==> src/logic/memory_pkg.sv <==
// memory side shared definitions
// widths, cache geometry, bus command encoding and the request and
// reply bundles used by both caches, the arbiter and the memory port
package memory_pkg;

    ////////////////////
    // geometry
    ////////////////////

    // byte address
    localparam int addr_width  = 32;
    // one line holds one double word
    localparam int line_bytes  = 8;
    localparam int offset_bits = $clog2(line_bytes);
    localparam int cache_lines = 32;
    localparam int index_bits  = $clog2(cache_lines);
    // what is left of the address after index and offset
    localparam int tag_bits    = addr_width - index_bits - offset_bits;

    ////////////////////
    // types
    ////////////////////

    typedef logic [addr_width-1:0]     addr_t;
    typedef logic [line_bytes*8-1:0]   line_t;
    // zero means no transaction
    typedef logic [3:0]                mem_tag_t;
    typedef logic [tag_bits-1:0]       cache_tag_t;

    typedef enum logic [1:0] {
        bus_none  = 2'b00,
        bus_load  = 2'b01,
        bus_store = 2'b10
    } bus_command_t;

    // request towards memory, 98 bits
    typedef struct packed {
        bus_command_t command;
        addr_t        addr;
        line_t        data;
    } mem_request_t;

    // load data broadcast by memory, 68 bits
    typedef struct packed {
        mem_tag_t tag;
        line_t    data;
    } mem_reply_t;

    // fsm states, one set per cache
    typedef enum logic [1:0] {
        ic_idle,
        ic_request,
        ic_wait_data
    } icache_state_t;

    typedef enum logic [2:0] {
        dc_idle,
        dc_lookup,
        dc_miss_request,
        dc_miss_wait,
        dc_store_request
    } dcache_state_t;

    ////////////////////
    // address fields
    ////////////////////

    function automatic logic [index_bits-1:0] get_index(addr_t addr);
        return addr[offset_bits +: index_bits];
    endfunction

    function automatic cache_tag_t get_tag(addr_t addr);
        return addr[addr_width-1 -: tag_bits];
    endfunction

    // offset bits cleared
    function automatic addr_t line_base(addr_t addr);
        return {addr[addr_width-1:offset_bits], {offset_bits{1'b0}}};
    endfunction

endpackage

==> src/logic/instruction_cache.sv <==
// instruction cache
// direct-mapped, read-only, one line per double word
// hits answer in the same cycle as the fetch address
// misses load the line over the shared bus and fill on the tagged reply
module instruction_cache
    import memory_pkg::*;
(
    input  logic         clock,
    input  logic         reset,
    input  addr_t        fetch_addr,
    output line_t        fetch_data,
    output logic         fetch_valid,
    output mem_request_t icache_request,
    input  mem_tag_t     icache_response,
    input  mem_reply_t   mem_reply
);

    // storage arrays
    line_t                  data_array [cache_lines];
    cache_tag_t             tag_array  [cache_lines];
    logic [cache_lines-1:0] valid_bits;

    icache_state_t          state;
    // address of the line being fetched
    addr_t                  miss_addr;
    // tag handed out by memory for the outstanding load
    mem_tag_t               pending_tag;

    logic [index_bits-1:0]  fetch_index;
    logic [index_bits-1:0]  fill_index;
    logic                   hit;
    logic                   fill_done;

    ////////////////////
    // lookup
    ////////////////////

    assign fetch_index = get_index(fetch_addr);
    assign hit         = valid_bits[fetch_index] &&
                         (tag_array[fetch_index] == get_tag(fetch_addr));
    assign fetch_data  = data_array[fetch_index];
    assign fetch_valid = hit;

    // fill side follows the captured miss address
    assign fill_index  = get_index(miss_addr);
    assign fill_done   = (state == ic_wait_data) && (mem_reply.tag == pending_tag);

    ////////////////////
    // bus request
    ////////////////////

    always_comb begin
        icache_request         = '0;
        icache_request.command = bus_none;
        // held every cycle until memory accepts
        if (state == ic_request) begin
            icache_request.command = bus_load;
            icache_request.addr    = line_base(miss_addr);
        end
    end

    ////////////////////
    // control fsm
    ////////////////////

    always_ff @(posedge clock or posedge reset) begin
        if (reset) begin
            state       <= ic_idle;
            valid_bits  <= '0;
            pending_tag <= '0;
        end else begin
            case (state)
                ic_idle: begin
                    // miss seen, request from next cycle
                    if (!hit) begin
                        state <= ic_request;
                    end
                end
                ic_request: begin
                    // refused requests just stay here
                    if (icache_response != '0) begin
                        pending_tag <= icache_response;
                        state       <= ic_wait_data;
                    end
                end
                ic_wait_data: begin
                    if (fill_done) begin
                        valid_bits[fill_index] <= 1'b1;
                        state                  <= ic_idle;
                    end
                end
                default: begin
                    state <= ic_idle;
                end
            endcase
        end
    end

    // miss address and line payload
    always_ff @(posedge clock) begin
        if ((state == ic_idle) && !hit) begin
            miss_addr <= fetch_addr;
        end
        if (fill_done) begin
            data_array[fill_index] <= mem_reply.data;
            tag_array[fill_index]  <= get_tag(miss_addr);
        end
    end

endmodule

==> config.mk <==
export PLATFORM = sky130hd
export DESIGN_NAME = instruction_cache
export DESIGN_NICKNAME = d
export VERILOG_FILES = /design/src/logic/memory_pkg.sv /design/src/logic/instruction_cache.sv
export SDC_FILE = /design/constraint.sdc
export NUM_CORES = 2
export LEC_CHECK = 0
export BUFFER_PORTS_ARGS = -buffer_cell sky130_fd_sc_hd__buf_2
export CORE_MARGIN = 4
export CORE_UTILIZATION = 40
export DETAILED_ROUTE_END_ITERATION = 16
export SLEW_MARGIN = 20
export SYNTH_ARGS = -nofsm -noshare
export SYNTH_HDL_FRONTEND = slang
export SYNTH_SLANG_ARGS = --single-unit
export TNS_END_PERCENT = 30
==> constraint.sdc <==
create_clock -name clock -period 6.35 [get_ports clock]
set_input_delay 1.27 -clock clock [delete_from_list [all_inputs] [get_ports clock]]
set_output_delay 1.27 -clock clock [all_outputs]
set_load 0.01 [all_outputs]
; ---- After elaboration in Yosys (flattened, before gate mapping)
; Memory sizes are Yosys's and may differ from the RTL's.
; Cells that the tools add are included.
[word_totals]
rom_bits = 0
register_bits = 70
latchBits = 0
ram_bits = 2816
n_memories = 2
[mem_list]
columns = memory, words, width, read_ports, rd_ports_with_merged_regs, write_ports, line
row1 = data_array, 32, 64, 1, 0, 1, instruction_cache.sv:19  ; line_t data_array [cache_lines];
row2 = tag_array, 32, 24, 1, 0, 1, instruction_cache.sv:20  ; cache_tag_t tag_array [cache_lines];
[classes]
eq_ne = 7
add_sub_neg = 0
div_mod_pow = 0
n_reduce_logical = 10
mux = 11
shifts = 0
order_cmp = 3
n_mul = 0
bitwise = 1
[op_table]
columns = operator, count
row1 = $mux 33, 1
row2 = $or 32x32->32, 1
row3 = $eq 24x24->1, 1
row4 = $lt 5x6->1 const B, 2
row5 = $mux 2, 3
row6 = $pmux 2 s3, 1
row7 = $bmux 1 s5, 1
row8 = $demux 1 s5, 1
row9 = $ge 5x1->1 const B, 1
row10 = $eq 4x4->1, 1
row11 = $logic_and 1x1->1, 4
row12 = $mux 1, 4
row13 = $ne 2x2->1 const B, 2
row14 = $reduce_and 2->1, 2
row15 = $reduce_bool 4->1, 1
row16 = $reduce_and 3->1, 1
row17 = $eq 2x1->1 const B, 1
row18 = $eq 2x2->1 const B, 1
row19 = $logic_not 2->1, 1
row20 = $ne 2x1->1 const B, 1
row21 = $logic_not 1->1, 1

; ---- Logic depth before layout (Yosys ltp)
[logic_depth]
depth_word = 5
depth_mapped = 14
depth_no_buf = 8

; ---- Least setup slack after synthesis
; No wires, ideal clock.
[synth_path]
kind = input -> register
startpoint = input port mem_reply[65] (netlist bit)
endpoint = register valid_bits[24]
arrival_time_ns = 6.430
stages = 7
path_slack_ns = -0.167
setup_ns = 0.088
path_buffers = 0
cell_sequence = xor2_1 > nor4_1 > and3b_1 > nor2b_1 > nand3_1 > nor2_1 > or2_2
[synth_between]
elab_chain_cells = 3
[synth_rtl]
columns = item, line
row1 = from (decl), instruction_cache.sv:15  ; input mem_reply_t mem_reply
row2 = $eq 4x4->1, instruction_cache.sv:46  ; assign fill_done = (state == ic_wait_data) && (mem_reply.tag == pending_tag);
row3 = $logic_and 1x1->1, instruction_cache.sv:46
row4 = $reduce_and 2->1 (no line), n/a
row5 = to (signal assigned), instruction_cache.sv:69  ; valid_bits <= '0;
row6 = "to (signal, indexed assignment)", instruction_cache.sv:88  ; valid_bits[fill_index] <= 1'b1;
row7 = to (decl), instruction_cache.sv:21  ; logic [cache_lines-1:0] valid_bits;
; Every way passes these cells.
; A chain may end at the register's enable or synchronous reset.

; ---- Worst setup path after layout
[layout_path]
startpoint = input port fetch_addr[3]
endpoint = output port fetch_valid
[layout_between]
elab_chain_cells = 3
[layout_rtl]
columns = item, line
row1 = from (decl), instruction_cache.sv:10  ; input addr_t fetch_addr,
row2 = $mem_v2 32x24 / $bmux 1 s5 (equally long branches), n/a
row3 = $eq 24x24->1 / $mux 1 (equally long branches), "instruction_cache.sv:40, instruction_cache.sv:39"
row4 = $logic_and 1x1->1 (*), instruction_cache.sv:39  ; assign hit = valid_bits[fetch_index] &&
row5 = to (decl), instruction_cache.sv:12  ; output logic fetch_valid,
; Every way passes the cells marked *; elsewhere a longest branch is shown, timed or not. The select of a mux whose other input is x is not followed.

==> flow_summary_export.csv <==
group,metric,value,unit
status,status,"finished, final reports clean",
synthesis,yosysWarnings,0,
critical_path,cp_max_fo,53,
cts,cts_setup_buffers,0,
floorplanning,pin_count,269,
final_layout,fillCellCount,22500,
synthesis,synth_top_area_share,0.773,
synthesis,ys_seq_area_frac,0.782,
final_layout,regArea,86400,um^2
route,routed_wl,283,mm
critical_path,crit_path_end_kind,"output port",
route,detail_route.wl_per_cell,31.5,um
global_route,grtUsageTotal,0.196,
power,powerDensity,328,nW/um^2
critical_path,worstPathArrival,4.93,ns
placement,gp_congestion,0.730,
final_layout,nNetsFinal,5171,
route,drt_iter0_drc,6224,
sta,finalSetupViolations,0,
final_layout,drive_gt1_frac,0.324,
synthesis,synth_area_per_cell,24.0,um^2
cts,numCtsBuffers,314,
synthesis,ys.flop_type,"edfxtp_1",
floorplanning,start_util,0.403,
sta,fin_skew,0.0707,ns
synthesis,synth_mux_area_frac,0.178,
cts,cts.sinks,2883,
route,remaining_drc_errors,0,
route,vias,51700,
synthesis,synth_fa_ha_area_frac,0,
sta,fmax,161,MHz
route,detail-route-antenna-nets,0,
cts,cts_hold_buf,0,
cts,clk_latency,0.93,ns
hold_path,hold_class,"reg2reg",
global_route,first_global_vias,52800,
critical_path,setup.worst_path.class,"in2out",
placement,io_buffer_count,197,
floorplanning,dieArea,285000,um^2
synthesis,synthXorXnorAreaFrac,0.00269,
cts,htreeDepth,5,
critical_path,crit_required,5.08,ns
sta,fin_crit,6.20,ns
cts,clkTransAtPathRegs,0.06,ns
sta,tns,0,ns
floorplanning,die_h,534,um
cts,cts_tree,"done",
cts,clockBufferDepth,4,
synthesis,synth_seq_cells,2883,
critical_path,r2r_slack,2.43,ns
global_route,grt_pass1_wl,398,mm
power,irDropWorstVdd,331,uV
synthesis,synthesis.area,111000,um^2
sta,drv_slew,0,
synthesis,synth_top_area_cell,"edfxtp_1",
floorplanning,core.rowCount,192,
global_route,antenna_found_initial,43,
sta,holdWs,0.461,ns
synthesis,synth-simple-area-share,0.0145,
floorplanning,core_area,274000,um^2
synthesis,synthTopCellsByArea,"edfxtp_1, mux4_2, dfrtp_1",
sta,hold_violations,0,
global_route,grt_max_degree,112,
synthesis,synthMostInstantiatedCell,"edfxtp_1",
sta,rsz0062_at_grt,"no",
cts,cts_resized,0,
placement,dp_hpwl,139,mm
sta,max_slew_margin,0.296,
flow_run,cap_violations,0,
sta,period_share,0.977,
synthesis,synth_edf_count,2845,
sta,tightestPinTransition,1.06,ns
route,viasPerCell,5.75,
synthesis,synth_top_cells_by_count,"edfxtp_1, mux4_2, nand2_1, buf_2, buf_4",
final_layout,area_growth,14.8,%
cts,cts_root_buf,"clkbuf_16",
critical_path,worstSetupStartpointType,"input pin",
global_route,grt-ovfl-total,0,
route,first_pass_iters,5,
synthesis,synth_compound_area_frac,0.00782,
floorplanning,die_x,534,um
synthesis,async_flop_share,0.0132,
synthesis,synth_cell_types,59,
power,leakagePower,40.1,nW
synthesis,synth_top_family_by_area,"multiplexers",
synthesis,synth_cells,4609,
final_layout,multi_input_area,22900,um^2
## report_power, final
| group | internal [W] | switching [W] |
|---|---|---|
| registers | 0.0216 | 0.000382 |
| clock network | 0.0102 | 0.00713 |
| logic | 0.000942 | 0.00146 |
| total | 0.0327 | 0.00897 |
## state kept, by name, indices dropped and copies added (netlist names)
signal / flops
pending_tag: 4
state: 2
data_array: 2048
miss_addr: 29
tag_array: 768
valid_bits: 32
## cells by family (layout without fill, tap and decap cells)
group           Yosys count  in the layout
xor+xnor                 34             34
flops                  2883           2883
compound gates          123            123
other cells               1             78
simple gates            329            329
buf+inv                 304            919
mux                     935            935
## metrics by stage
| step | setup slack [ns] | utilization | area, um^2 | total power, W | cells |
|---|---|---|---|---|---|
| finish | 0.148 | 0.463 | 127000 | 0.0416 | 8987 |
| global route | 0.0330 | 0.463 | 127000 | 0.0431 | 8982 |
| CTS | 0.0482 | 0.462 | 127000 | 0.0420 | 8967 |
| detailed placement | 0.0833 | 0.427 | 117000 | 0.0247 | 8425 |
| global placement | 0.0281 | 0.427 | 117000 | 0.0247 | 8424 |
| floorplan | -0.167 | - | 111000 | 0.0236 | 4676 |
## cell usage in the layout, fill, tap and decap left out, types with 41 or more instances in the layout
master     count
conb_1        68
edfxtp_1    2845
clkinv_2      41
nand2_1      130
buf_4         96
clkbuf_16    323
mux2_2        52
buf_12        68
mux2i_1       70
buf_2        193
clkinv_1      75
clkbuf_1      62
mux4_2       807
## critical path, cell delays in order
cell	delay, ns
buf_8	0.29
buf_12	0.43
mux4_2	0.56
mux2i_1	0.17
o21ai_1	0.07
a211oi_1	0.36
a211oi_1	0.10
xor2_1	0.21
nor4_1	0.76
buf_4	0.26
and3_1	0.21
buf_2	0.16
## metal layers
metal,routed length [um],track usage
met3,24500,0.0406
met5,36,0.000500
met4,5920,0.0481
met1,120000,0.290
met2,132000,0.300
## final timing paths
| path | from | endpoint | cells after the start |
|---|---|---|---|
| max in group asynchronous | reset | pending_tag[3]$_DFFE_PP0P_ | 2 |
| min | valid_bits[10]$_DFFE_PP0P_ | valid_bits[10]$_DFFE_PP0P_ | 1 |
| max | fetch_addr[3] | fetch_valid | 12 |
| min in group asynchronous | reset | valid_bits[25]$_DFFE_PP0P_ | 2 |
| max reg2reg | pending_tag[1]$_DFFE_PP0P_ | data_array[1][25]$_DFFE_PP_ | 7 |
| min reg2reg | valid_bits[10]$_DFFE_PP0P_ | valid_bits[10]$_DFFE_PP0P_ | 1 |
## final cells by class
class,instances,area share
multi-input combinational,1489,0.181
inverter,6,0.000296
antenna,10,0.000197
clock inverter,158,0.0107
tap,3686,0.0363
sequential,2883,0.681
timing repair buffer,371,0.0259
clock buffer,384,0.0653
(Power assumes the default switching activity.)
