<file path="src/logic/memory_pkg.sv">
// memory side shared definitions
// widths, cache geometry, bus command encoding and the request and
// reply bundles used by both caches, the arbiter and the memory port
package memory_pkg;

    ////////////////////
    // geometry
    ////////////////////

    // byte address
    localparam int addr_width  = 32;
    // one line holds one double word
    localparam int line_bytes  = 8;
    localparam int offset_bits = $clog2(line_bytes);
    localparam int cache_lines = 32;
    localparam int index_bits  = $clog2(cache_lines);
    // what is left of the address after index and offset
    localparam int tag_bits    = addr_width - index_bits - offset_bits;

    ////////////////////
    // types
    ////////////////////

    typedef logic [addr_width-1:0]     addr_t;
    typedef logic [line_bytes*8-1:0]   line_t;
    // zero means no transaction
    typedef logic [3:0]                mem_tag_t;
    typedef logic [tag_bits-1:0]       cache_tag_t;

    typedef enum logic [1:0] {
        bus_none  = 2'b00,
        bus_load  = 2'b01,
        bus_store = 2'b10
    } bus_command_t;

    // request towards memory, 98 bits
    typedef struct packed {
        bus_command_t command;
        addr_t        addr;
        line_t        data;
    } mem_request_t;

    // load data broadcast by memory, 68 bits
    typedef struct packed {
        mem_tag_t tag;
        line_t    data;
    } mem_reply_t;

    // fsm states, one set per cache
    typedef enum logic [1:0] {
        ic_idle,
        ic_request,
        ic_wait_data
    } icache_state_t;

    typedef enum logic [2:0] {
        dc_idle,
        dc_lookup,
        dc_miss_request,
        dc_miss_wait,
        dc_store_request
    } dcache_state_t;

    ////////////////////
    // address fields
    ////////////////////

    function automatic logic [index_bits-1:0] get_index(addr_t addr);
        return addr[offset_bits +: index_bits];
    endfunction

    function automatic cache_tag_t get_tag(addr_t addr);
        return addr[addr_width-1 -: tag_bits];
    endfunction

    // offset bits cleared
    function automatic addr_t line_base(addr_t addr);
        return {addr[addr_width-1:offset_bits], {offset_bits{1'b0}}};
    endfunction

endpackage

</file>
<file path="src/logic/memory_arbiter.sv">
// memory bus arbiter
// picks one of the two cache requests for the shared memory port
// a lone requester wins at once, a contested cycle goes round-robin
// the same-cycle accept tag only reaches the granted cache
module memory_arbiter
    import memory_pkg::*;
(
    input  logic         clock,
    input  logic         reset,
    input  mem_request_t icache_request,
    input  mem_request_t dcache_request,
    output mem_request_t mem_request,
    input  mem_tag_t     mem_response,
    output mem_tag_t     icache_response,
    output mem_tag_t     dcache_response
);

    logic icache_wants;
    logic dcache_wants;
    logic grant_icache;
    logic grant_dcache;
    // high when the icache won the last contested cycle
    logic last_grant;

    ////////////////////
    // grant
    ////////////////////

    assign icache_wants = (icache_request.command != bus_none);
    assign dcache_wants = (dcache_request.command != bus_none);

    // contested cycle goes to whoever lost last time
    assign grant_icache = icache_wants && (!dcache_wants || !last_grant);
    assign grant_dcache = dcache_wants && !grant_icache;

    always_ff @(posedge clock or posedge reset) begin
        if (reset) begin
            // dcache goes first after reset
            last_grant <= 1'b1;
        end else if (icache_wants && dcache_wants) begin
            // refused or not, the winner is recorded
            last_grant <= grant_icache;
        end
    end

    ////////////////////
    // bus mux
    ////////////////////

    always_comb begin
        mem_request         = '0;
        mem_request.command = bus_none;
        if (grant_icache) begin
            mem_request = icache_request;
        end else if (grant_dcache) begin
            mem_request = dcache_request;
        end
    end

    // accept tag steering
    // the loser sees zero and keeps its request up
    assign icache_response = grant_icache ? mem_response : '0;
    assign dcache_response = grant_dcache ? mem_response : '0;

endmodule

</file>
<file path="config.mk">
export PLATFORM = sky130hd
export DESIGN_NAME = memory_arbiter
export DESIGN_NICKNAME = d
export VERILOG_FILES = /design/src/logic/memory_pkg.sv /design/src/logic/memory_arbiter.sv
export SDC_FILE = /design/constraint.sdc
export NUM_CORES = 1
export LEC_CHECK = 0
export BUFFER_PORTS_ARGS = -buffer_cell sky130_fd_sc_hd__buf_2
export CAP_MARGIN = 20
export CORE_AREA = 3 3 119 121
export DETAILED_ROUTE_END_ITERATION = 6
export DIE_AREA = 0 0 122 124
export SLEW_MARGIN = 20
export SYNTH_ARGS = -nofsm -noshare
export SYNTH_HDL_FRONTEND = slang
export SYNTH_SLANG_ARGS = --single-unit
</file>
<file path="constraint.sdc">
create_clock -name clock -period 2.05 [get_ports clock]
set_input_delay 0.41 -clock clock [delete_from_list [all_inputs] [get_ports clock]]
set_output_delay 0.41 -clock clock [all_outputs]
set_load 0.01 [all_outputs]
</file>
After elaboration in Yosys (flattened, before gate mapping)
Cells that the tools add are included.
- flip-flop bits (word level): 1
- latch bits: 0
- bits in writable memories: 0
- ROM bits: 0
- input bits: 202
- output and inout bits: 106
- logic and storage cells: 14
- memories: 0
- add/sub/neg operators: 0
- multiply operators: 0
- div/mod/pow operators: 0
- magnitude comparators: 0
- equality and inequality tests: 0
- shifts and indexed selects: 0
- muxes and demuxes: 4
- bitwise operators: 0
- reductions and logical operators: 9
- operator list (cell ; count):
    two-way mux 98 bit ; 2
    two-way mux 4 bit ; 2
    nonzero test 2 bit ; 2
    logical AND 1 bit ; 3
    logical NOT 1 bit ; 3
    logical OR 1 bit ; 1

Logic depth before layout (Yosys ltp)
Gate-level depths: netlist of the first run.
- depth in word-level cells: 8
- mapped depth: 5
- mapped depth without buffers: 3

Least setup slack after synthesis of the first run
No wires, ideal clock.
- path type: input-to-output
- start: input icache_request[97] in the netlist's numbering
- end: output mem_request[0] in the netlist's numbering
- data arrival time: 1.243 ns
- required time: 1.640 ns
- slack: 0.397 ns
- stages on the path: 5
- buffers on the path: 2
- cell sequence: nor2_1 o22a_2 buf_6 clkbuf_8 a22o_2
- RTL lines (element ; RTL line ; RTL):
    start, declared ; memory_arbiter.sv:10 ; input mem_request_t icache_request,
    end, declared ; memory_arbiter.sv:12 ; output mem_request_t mem_request,

==> run metrics, run 1 <==
result of the run=completed; global-route wire length before repair=around 11,000 microns; path category of the worst min-delay check=in -> async; RSZ-0062 raised after global routing=false; Setup violations, final=0; most repeated library cell on the critical path=sky130_fd_sc_hd__buf_2; Initial Utilization=0.104; net count after synthesis=343; die width=around 120 microns; largest registers ranked by flip-flop count=last_grant x1; maximum number of pins on one net before global-route repair=57; top cells by area in the synthesized netlist=sky130_fd_sc_hd__a22o_2 65%, sky130_fd_sc_hd__buf_6 12%, sky130_fd_sc_hd__clkbuf_8 6.0%; # rows=between 40 and 50; end-of-flow core utilization=0.225; dominant register cell in the synthesized netlist=sky130_fd_sc_hd__dfstp_2; Die Height=between 100 and 150 microns; diodes inserted=0; number of buffer cells added on primary ports=307; max-cap violations=0; clock latency on the worst-skew pair=0 ns; total via count after detailed routing=2,425; area share of the largest cell type after synthesis=0.654; Pwr per Cell Area=between 800 and 900 nW/um^2; Tot GR Track Use=0.0908; count of hold-fix buffers inserted at cts=0; crit path setup slack, layout=0.109 ns; clock transition at the registers of the reported paths=0 ns; leakage power summed over all cells=about 1.8 nW; maximum VDD drop=0.000718 V; most frequent cell after synthesis=sky130_fd_sc_hd__a22o_2; worst slack at placement=between 0.04 and 0.05 ns; highest clock rate=approximately 500 MHz; count of synthesis-stage warnings from yosys=0; number of DRC markers in iteration 0=97; share of synthesized area occupied by flip-flops and latches=0.0191; crit-path cells=buf_2, o21a_1, nor2_4, buf_12, a22o_1, buf_2; number of synthesized flops with an enable pin=0; max-slew violations=0; via count of the first global-routing pass=~2,200; Reg2Reg Capture Point=last_grant$_DFFE_PP1P_; remaining max-slew budget at the tightest pin=0.828; core area=about 13,000 sq um; startpoint types=input pin; GRT Residual Overflow=0; final worst path period need=1.94 ns; worst clock skew=0 ns; register bit count reported by yosys=1; wirelength, routed=~8800 microns; NumNets Final=635; maximum fanout count along the critical path=56; Setup Total Neg Slack=0 ns; fraction of registers with async set/reset=1.00; reg2reg setup slack=1.27 ns; cell area after technology mapping=1380 sq um; antenna-violating nets left=0; critical path start-end classification=in -> out; R2R Path Start=last_grant$_DFFE_PP1P_; largest register by flop count=last_grant; average instance area after synthesis=9.77 sq um; Area Growth Syn to Fin=116%; peak per-stage delay on the critical path=about 0.25 ns; iteration count of the initial detailed-routing pass=4; endpoint kind of the worst setup timing path=output pin; slew at the pin closest to its max-slew limit=~0.26 ns; library cell occupying the most area in the post-synthesis netlist=sky130_fd_sc_hd__a22o_2; worst endpoint data arrival time=~1.5 ns; DRC violation count after routing=0; Max stage delay cell, worst path=sky130_fd_sc_hd__buf_12; number of antenna violations at the first check in global routing=0; final-report hold violation count=0; Synth cell types=16; total half-perimeter wirelength after legalization and detailed placement=~7500 microns; global placement routability congestion=between 0.6 and 0.7; Syn Inst Count=between 100 and 150; top-level port count=about 310; flip-flop count of the largest register, all copies and words added=1; per-cell via count in the routed design=approximately 4.0; synth cell count leaders=90 x sky130_fd_sc_hd__a22o_2, 15 x sky130_fd_sc_hd__buf_6, 8 x sky130_fd_sc_hd__and2_1, 6 x sky130_fd_sc_hd__a22o_1, 6 x sky130_fd_sc_hd__clkbuf_8; post-detailed-route wirelength per cell=between 10 and 15 microns; ratio of cells with drive above 1 in the final layout=0.940; worst r2r path cells=1; Final Cycle Share=0.947; die outline area=approximately 15,000 sq um; endpoint required time on the critical path=about 1.6 ns
where the power goes:
part	leakage, nW	switching (W)	internal [W]
Sequential	0.0105	0.0000208	0.0000386
Clock	0	0	0
Combinational	1.77	0.00119	0.00120
Total	1.78	0.00121	0.00124
layout make-up:
type	instances	area, sq um
Fill cell	1460	10200
Inverter	3	11.3
Multi-Input combinational cell	116	1100
Sequential cell	1	26.3
Tap cell	176	220
Timing Repair Buffer	311	1620
per-layer routing:
metal | share of wire | track usage
met1 | 0.39 | 0.118
met5 | 0 | 0
met4 | 0 | 0
met2 | 0.50 | 0.169
met3 | 0.12 | 0.0132
through the flow:
step	power [W]	hold WS [ns]	area, sq um	instances
2_1_floorplan	0.00171	0.300	1380	141
3_3_place_gp	0.00247	0.427	2970	607
3_5_place_dp	0.00248	0.421	2970	607
4_1_cts	0.00249	0.422	2970	607
5_1_grt	0.00265	0.431	2970	607
6_report	0.00245	0.415	2970	607
critical path, delay by kind of cell:
family                 cells  cell delay, ns
buffers and inverters      3            0.53
AND/OR/NAND/NOR            1            0.14
AO/OA/AOI/OAI              2            0.40
cell families (layout without fill, tap and decap cells):
kind of cell / count (synthesis) / count (layout) / share of synthesized area
compound gates: 103 / 103 / 0.726
buf+inv: 24 / 314 / 0.191
simple gates: 12 / 12 / 0.0581
xor+xnor: 1 / 1 / 0.00636
flops: 1 / 1 / 0.0191
worst max path at each step:
stage	end	startpoint
after floorplan	mem_request[0]	icache_request[97]
after global placement	mem_request[9]	icache_request[97]
after detailed placement	mem_request[9]	icache_request[97]
after CTS	mem_request[9]	icache_request[97]
after global routing	mem_request[93]	icache_request[97]
final	mem_request[91]	dcache_request[96]
layout by cell type (no fill, tap or decap):
master	n
sky130_fd_sc_hd__nor2_4	1
sky130_fd_sc_hd__a22o_1	6
sky130_fd_sc_hd__dfstp_2	1
sky130_fd_sc_hd__buf_2	307
sky130_fd_sc_hd__and2_1	8
sky130_fd_sc_hd__o22ai_1	1
sky130_fd_sc_hd__buf_12	4
sky130_fd_sc_hd__nor2_2	1
sky130_fd_sc_hd__a21oi_1	2
sky130_fd_sc_hd__o22a_4	1
sky130_fd_sc_hd__inv_1	3
sky130_fd_sc_hd__a31oi_1	2
sky130_fd_sc_hd__xnor2_1	1
sky130_fd_sc_hd__or2b_1	2
sky130_fd_sc_hd__a22o_2	90
sky130_fd_sc_hd__o21a_1	1
repair_timing:
action	4_1_cts	5_1_grt
gates resized for setup	0	1
endpoints found under the setup margin	0	62
buffers inserted	0	0
Note: power is estimated with default switching activity, not from simulation.
==> inputs of run 2 (changes only) <==
- RECOVER_POWER: unset -> 25
==> run 2 against run 1 <==
Net effect: wire length about the same; global-route usage unchanged; sequential power up 0.8%; sequential cell count unchanged; critical path depth unchanged; first-iteration DRC count down 1.0%; fmax about the same; design area down 0.93%; largest cell class unchanged; largest power group unchanged.
==> run metrics, run 2 (same netlist as run 1, synthesis figures left out) <==
result of the run=completed; R2R Path Start=last_grant$_DFFE_PP1P_; wirelength, routed=8770 microns (about the same); Pwr per Cell Area=823 nW/um^2 (-0.19%); NumNets Final=635 (unchanged); DRC violation count after routing=0 (unchanged); remaining max-slew budget at the tightest pin=0.827 (-0.00117); Setup violations, final=0 (unchanged); iteration count of the initial detailed-routing pass=4 (unchanged); max-cap violations=0 (unchanged); clock latency on the worst-skew pair=0 ns (unchanged); post-detailed-route wirelength per cell=14.4 microns (about the same); RSZ-0062 raised after global routing=false; total via count after detailed routing=2,415 (-0.41%); ratio of cells with drive above 1 in the final layout=0.889 (-0.0510); highest clock rate=515 MHz (about the same); slew at the pin closest to its max-slew limit=0.260 ns (+0.00175 ns); largest register by flop count=last_grant; commonest non-fill, non-tap cell in the layout=sky130_fd_sc_hd__buf_2; maximum number of pins on one net before global-route repair=57 (unchanged); via count of the first global-routing pass=2,161 (unchanged); Reg2Reg Capture Point=last_grant$_DFFE_PP1P_; endpoint required time on the critical path=1.64 ns (about the same); clock transition at the registers of the reported paths=0 ns (unchanged); # rows=42 (unchanged); worst endpoint data arrival time=1.53 ns (about the same); die outline area=15,100 sq um (unchanged); number of buffer cells added on primary ports=307 (unchanged); startpoint types=input pin; multi-input gate area in the final layout=1100 sq um (unchanged); leakage power summed over all cells=1.71 nW (-3.8%); worst clock skew=0 ns (unchanged); core area=13,200 sq um (unchanged); Setup Total Neg Slack=0 ns (unchanged); antenna-violating nets left=0 (unchanged); Seq. cell area=26.3 sq um (unchanged); final worst path period need=1.94 ns (+0.00147 ns); final-report hold violation count=0 (unchanged); total half-perimeter wirelength after legalization and detailed placement=7540 microns (unchanged); top library cells by usage in the layout, fill and taps aside=285 x sky130_fd_sc_hd__buf_2, 90 x sky130_fd_sc_hd__a22o_2, 22 x sky130_fd_sc_hd__clkbuf_1, 8 x sky130_fd_sc_hd__and2_1, 6 x sky130_fd_sc_hd__a22o_1; number of DRC markers in iteration 0=96 (-1.0%); path category of the worst min-delay check=in -> async; Final Cycle Share=0.947 (about the same); Initial Utilization=0.104 (unchanged); global-route wire length before repair=11,100 microns (unchanged); total instance count after detailed placement=607 (unchanged); Area Growth Syn to Fin=114%; flip-flop count of the largest register, all copies and words added=1 (unchanged); post-route non-filler standard cell count=607 (unchanged); FILL cells=1,467 (+0.48%); endpoint kind of the worst setup timing path=output pin; Die Height=124 microns (unchanged); diodes inserted=0 (unchanged); Tot GR Track Use=0.0908 (unchanged); global placement routability congestion=0.698 (unchanged); critical path start-end classification=in -> out; largest registers ranked by flip-flop count=last_grant x1; die width=122 microns (unchanged); count of hold-fix buffers inserted at cts=0 (unchanged); max-slew violations=0 (unchanged); worst r2r path cells=1 (unchanged); per-cell via count in the routed design=3.98 (-0.41%); maximum VDD drop=0.000717 V (-0.14%); GRT Residual Overflow=0 (unchanged); reg2reg setup slack=1.27 ns (about the same); overall power after layout=0.00243 W (-1.1%); number of antenna violations at the first check in global routing=0 (unchanged); top-level port count=308 (unchanged); maximum fanout count along the critical path=56 (unchanged)
==> run 2: changes by cell type in the layout (fill, tap and decap cells not counted) <==
cell / change
sky130_fd_sc_hd__buf_2: -22
sky130_fd_sc_hd__clkbuf_1: +22
==> run 2: cell type report <==
| class | count | share of cell area |
|---|---|---|
| repair buffers | 311 | 0.540 |
| multi-input cells | 116 | 0.373 |
| well taps | 176 | 0.0748 |
| flip-flops and latches | 1 | 0.00892 |
| inverters | 3 | 0.00382 |
==> run 2: worst max-delay path by stage <==
| stage | startpoint | slack (ns) | end | depth (start not counted) |
|---|---|---|---|---|
| after floorplan | icache_request[97] | 0.40 | mem_request[0] | 5 |
| after global placement | icache_request[97] | 0.05 | mem_request[9] | 6 |
| after detailed placement | icache_request[97] | 0.04 | mem_request[9] | 6 |
| after CTS | icache_request[97] | 0.04 | mem_request[9] | 6 |
| after global routing | icache_request[97] | 0.03 | mem_request[93] | 6 |
| final | dcache_request[96] | 0.11 | mem_request[91] | 6 |
==> run 2: metrics by stage <==
step	hold slack [ns]	area (sq um)	utilization	setup slack (ns)
floorplan	0.300	1380	-	0.397
global placement	0.427	2970	0.225	0.0502
detailed placement	0.421	2970	0.225	0.0411
CTS	0.422	2970	0.225	0.0367
global route	0.431	2950	0.223	0.0342
finish	0.415	2950	0.223	0.108
==> run 2: where the power goes <==
part	switching (W)	internal (W)
clock	0	0
sequential	0.0000212	0.0000386
combinational	0.00119	0.00117
total	0.00121	0.00121
==> run 2: worst max-delay path, cell delays in order <==
cell                     delay, ns
sky130_fd_sc_hd__buf_2        0.14
sky130_fd_sc_hd__o21a_1       0.21
sky130_fd_sc_hd__nor2_4       0.14
sky130_fd_sc_hd__buf_12       0.24
sky130_fd_sc_hd__a22o_1       0.19
sky130_fd_sc_hd__buf_2        0.14
==> run 2: layer usage <==
metal	vias up	GRT usage	wire length [microns]	part of all wire
met2	176	0.169	4390	0.50
met1	1057	0.118	3370	0.38
met4	0	0	0	0
met3	0	0.0132	1010	0.12
met5	-	0	0	0
li1	1182	-	-	-
==> run 2: repair_timing <==
item	4_1_cts	5_1_grt
resized for setup	0	1
buffers inserted	0	0
endpoints found under the setup margin	0	62
==> inputs of run 3 (changes only) <==
- CORE_AREA: 3 3 119 121 -> 3 3 118 120
- DIE_AREA: 0 0 122 124 -> 0 0 121 123
- PLACE_DENSITY: unset -> 0.42
- clock period: 2.05 -> 2.48 ns (I/O delays scaled with it)
==> run 3 against run 2 <==
Net effect: sequential power decreased by 16%; wire length is 1.5% higher; register-to-register slack better by 0.42 ns; sequential cell count did not move; combinational power down 17%; worst setup slack gained 0.060 ns; first-iteration DRC count shrank 51%; global-route usage is 0.61 points higher; via count grew 1.8%; utilization grew 0.13 points; critical path type unchanged.
==> run metrics, run 3 (same netlist as run 1, synthesis figures left out) <==
result of the run=completed; NumNets Final=636 (+0.16%); Die Height=123 microns (-0.81%); commonest non-fill, non-tap cell in the layout=sky130_fd_sc_hd__buf_2; startpoint types=input pin; maximum number of pins on one net before global-route repair=61 (+7.0%); top-level port count=308 (unchanged); endpoint kind of the worst setup timing path=output pin; largest register by flop count=last_grant; maximum fanout count along the critical path=13 (-77%); total half-perimeter wirelength after legalization and detailed placement=7830 microns (+3.8%); remaining max-slew budget at the tightest pin=0.736 (-0.0904); highest clock rate=roughly 430 MHz; crit path setup slack, layout=0.168 ns (+0.0600 ns); number of buffer cells added on primary ports=307 (unchanged); ratio of cells with drive above 1 in the final layout=0.894 (+0.00489); Final Cycle Share=0.932; final-report hold violation count=0 (unchanged); RSZ-0062 raised after global routing=false; leakage power summed over all cells=1.72 nW (+0.47%); max-cap violations=0 (unchanged); Initial Utilization=0.105 (+0.000839); total via count after detailed routing=2,459 (+1.8%); number of DRC markers in iteration 0=47 (-51%); path category of the worst min-delay check=in -> async; hold slack=0.509 ns (+0.0949 ns); top library cells by usage in the layout, fill and taps aside=288 x sky130_fd_sc_hd__buf_2, 90 x sky130_fd_sc_hd__a22o_2, 19 x sky130_fd_sc_hd__clkbuf_1, 6 x sky130_fd_sc_hd__a22o_1, 6 x sky130_fd_sc_hd__and2_1; Area Growth Syn to Fin=113%; maximum VDD drop=0.000213 V (-70%); per-cell via count in the routed design=4.04 (+1.7%); FILL cells=1,471 (+0.27%); iteration count of the initial detailed-routing pass=4 (unchanged); Tot GR Track Use=0.0968 (+0.00605); Resized Gates After CTS=0 (unchanged); flip-flop count of the largest register, all copies and words added=1 (unchanged); endpoint required time on the critical path=1.98 ns (+0.34 ns); core area=13,100 sq um (-0.80%); slew at the pin closest to its max-slew limit=0.396 ns (+0.136 ns); GRT Residual Overflow=0 (unchanged); antenna-violating nets left=0 (unchanged); post-detailed-route wirelength per cell=14.6 microns (+1.3%); die width=121 microns (-0.82%); global placement routability congestion=0.746 (+6.9%); wirelength, routed=8900 microns (+1.5%); Pwr per Cell Area=683 nW/um^2 (-17%); DRC violation count after routing=0 (unchanged); max-slew violations=0 (unchanged); worst endpoint data arrival time=1.82 ns (+0.29 ns); number of antenna violations at the first check in global routing=3 (+3); die outline area=14,900 sq um (-1.6%); global-route wire length before repair=11,700 microns (+5.3%); critical path start-end classification=in -> out; worst clock skew=0 ns (unchanged); count of hold-fix buffers inserted at cts=0 (unchanged); clock latency on the worst-skew pair=0 ns (unchanged); via count of the first global-routing pass=2,170 (+0.42%); largest registers ranked by flip-flop count=last_grant x1; # rows=42 (unchanged); Setup violations, final=0 (unchanged); clock transition at the registers of the reported paths=0 ns (unchanged); final worst path period need=between 2 and 2.5 ns; worst slack at placement=0.241 ns (+0.200 ns); Setup Total Neg Slack=0 ns (unchanged); diodes inserted=0 (unchanged); Post CTS Setup Buffer Count=0 (unchanged)
## run 3: layer usage
metal  GRT usage  share of wire  up-vias
li1            -              -     1186
met1       0.115           0.37     1101
met2       0.196           0.53      166
met3      0.0110          0.098        6
met4           0         0.0045        0
met5           0              0        -
## run 3: where the power goes
| part | switching [W] | internal [W] |
|---|---|---|
| logic | 0.000996 | 0.000962 |
| clock network | 0 | 0 |
| registers | 0.0000182 | 0.0000320 |
| total | 0.00101 | 0.000994 |
## run 3: worst max-delay path: stages
cell                       delay (ns)
sky130_fd_sc_hd__buf_2           0.11
sky130_fd_sc_hd__nor2_1          0.26
sky130_fd_sc_hd__o22a_4          0.30
sky130_fd_sc_hd__clkbuf_2        0.28
sky130_fd_sc_hd__a22o_1          0.17
sky130_fd_sc_hd__clkbuf_1        0.18
## run 3: area by class of cell
type / count / area [sq um] / share of cell area
timing repair buffer: 312 / 1590 / 0.539
inverter: 3 / 11.3 / 0.00383
sequential: 1 / 26.3 / 0.00894
tap: 176 / 220 / 0.0749
multi-input combinational: 116 / 1100 / 0.373
## run 3: worst paths after layout
check                                    endpoint  slack, ns                   start  depth (start not counted)
max                               mem_request[90]       0.17      icache_request[97]                          6
min                        last_grant$_DFFE_PP1P_       0.51                   reset                          2
max reg2reg                last_grant$_DFFE_PP1P_       1.69  last_grant$_DFFE_PP1P_                          1
min reg2reg                last_grant$_DFFE_PP1P_       0.53  last_grant$_DFFE_PP1P_                          1
max in group asynchronous  last_grant$_DFFE_PP1P_       1.95                   reset                          2
min in group clock         last_grant$_DFFE_PP1P_       0.53  last_grant$_DFFE_PP1P_                          1
## run 3: per-stage QoR
stage	area [sq um]	instances	total power, W	util
after CTS	2970	608	0.00206	0.227
after detailed placement	2970	608	0.00205	0.227
after floorplan	1380	141	0.00142	-
final	2940	608	0.00201	0.225
after global placement	2970	608	0.00205	0.227
after global routing	2940	608	0.00216	0.225
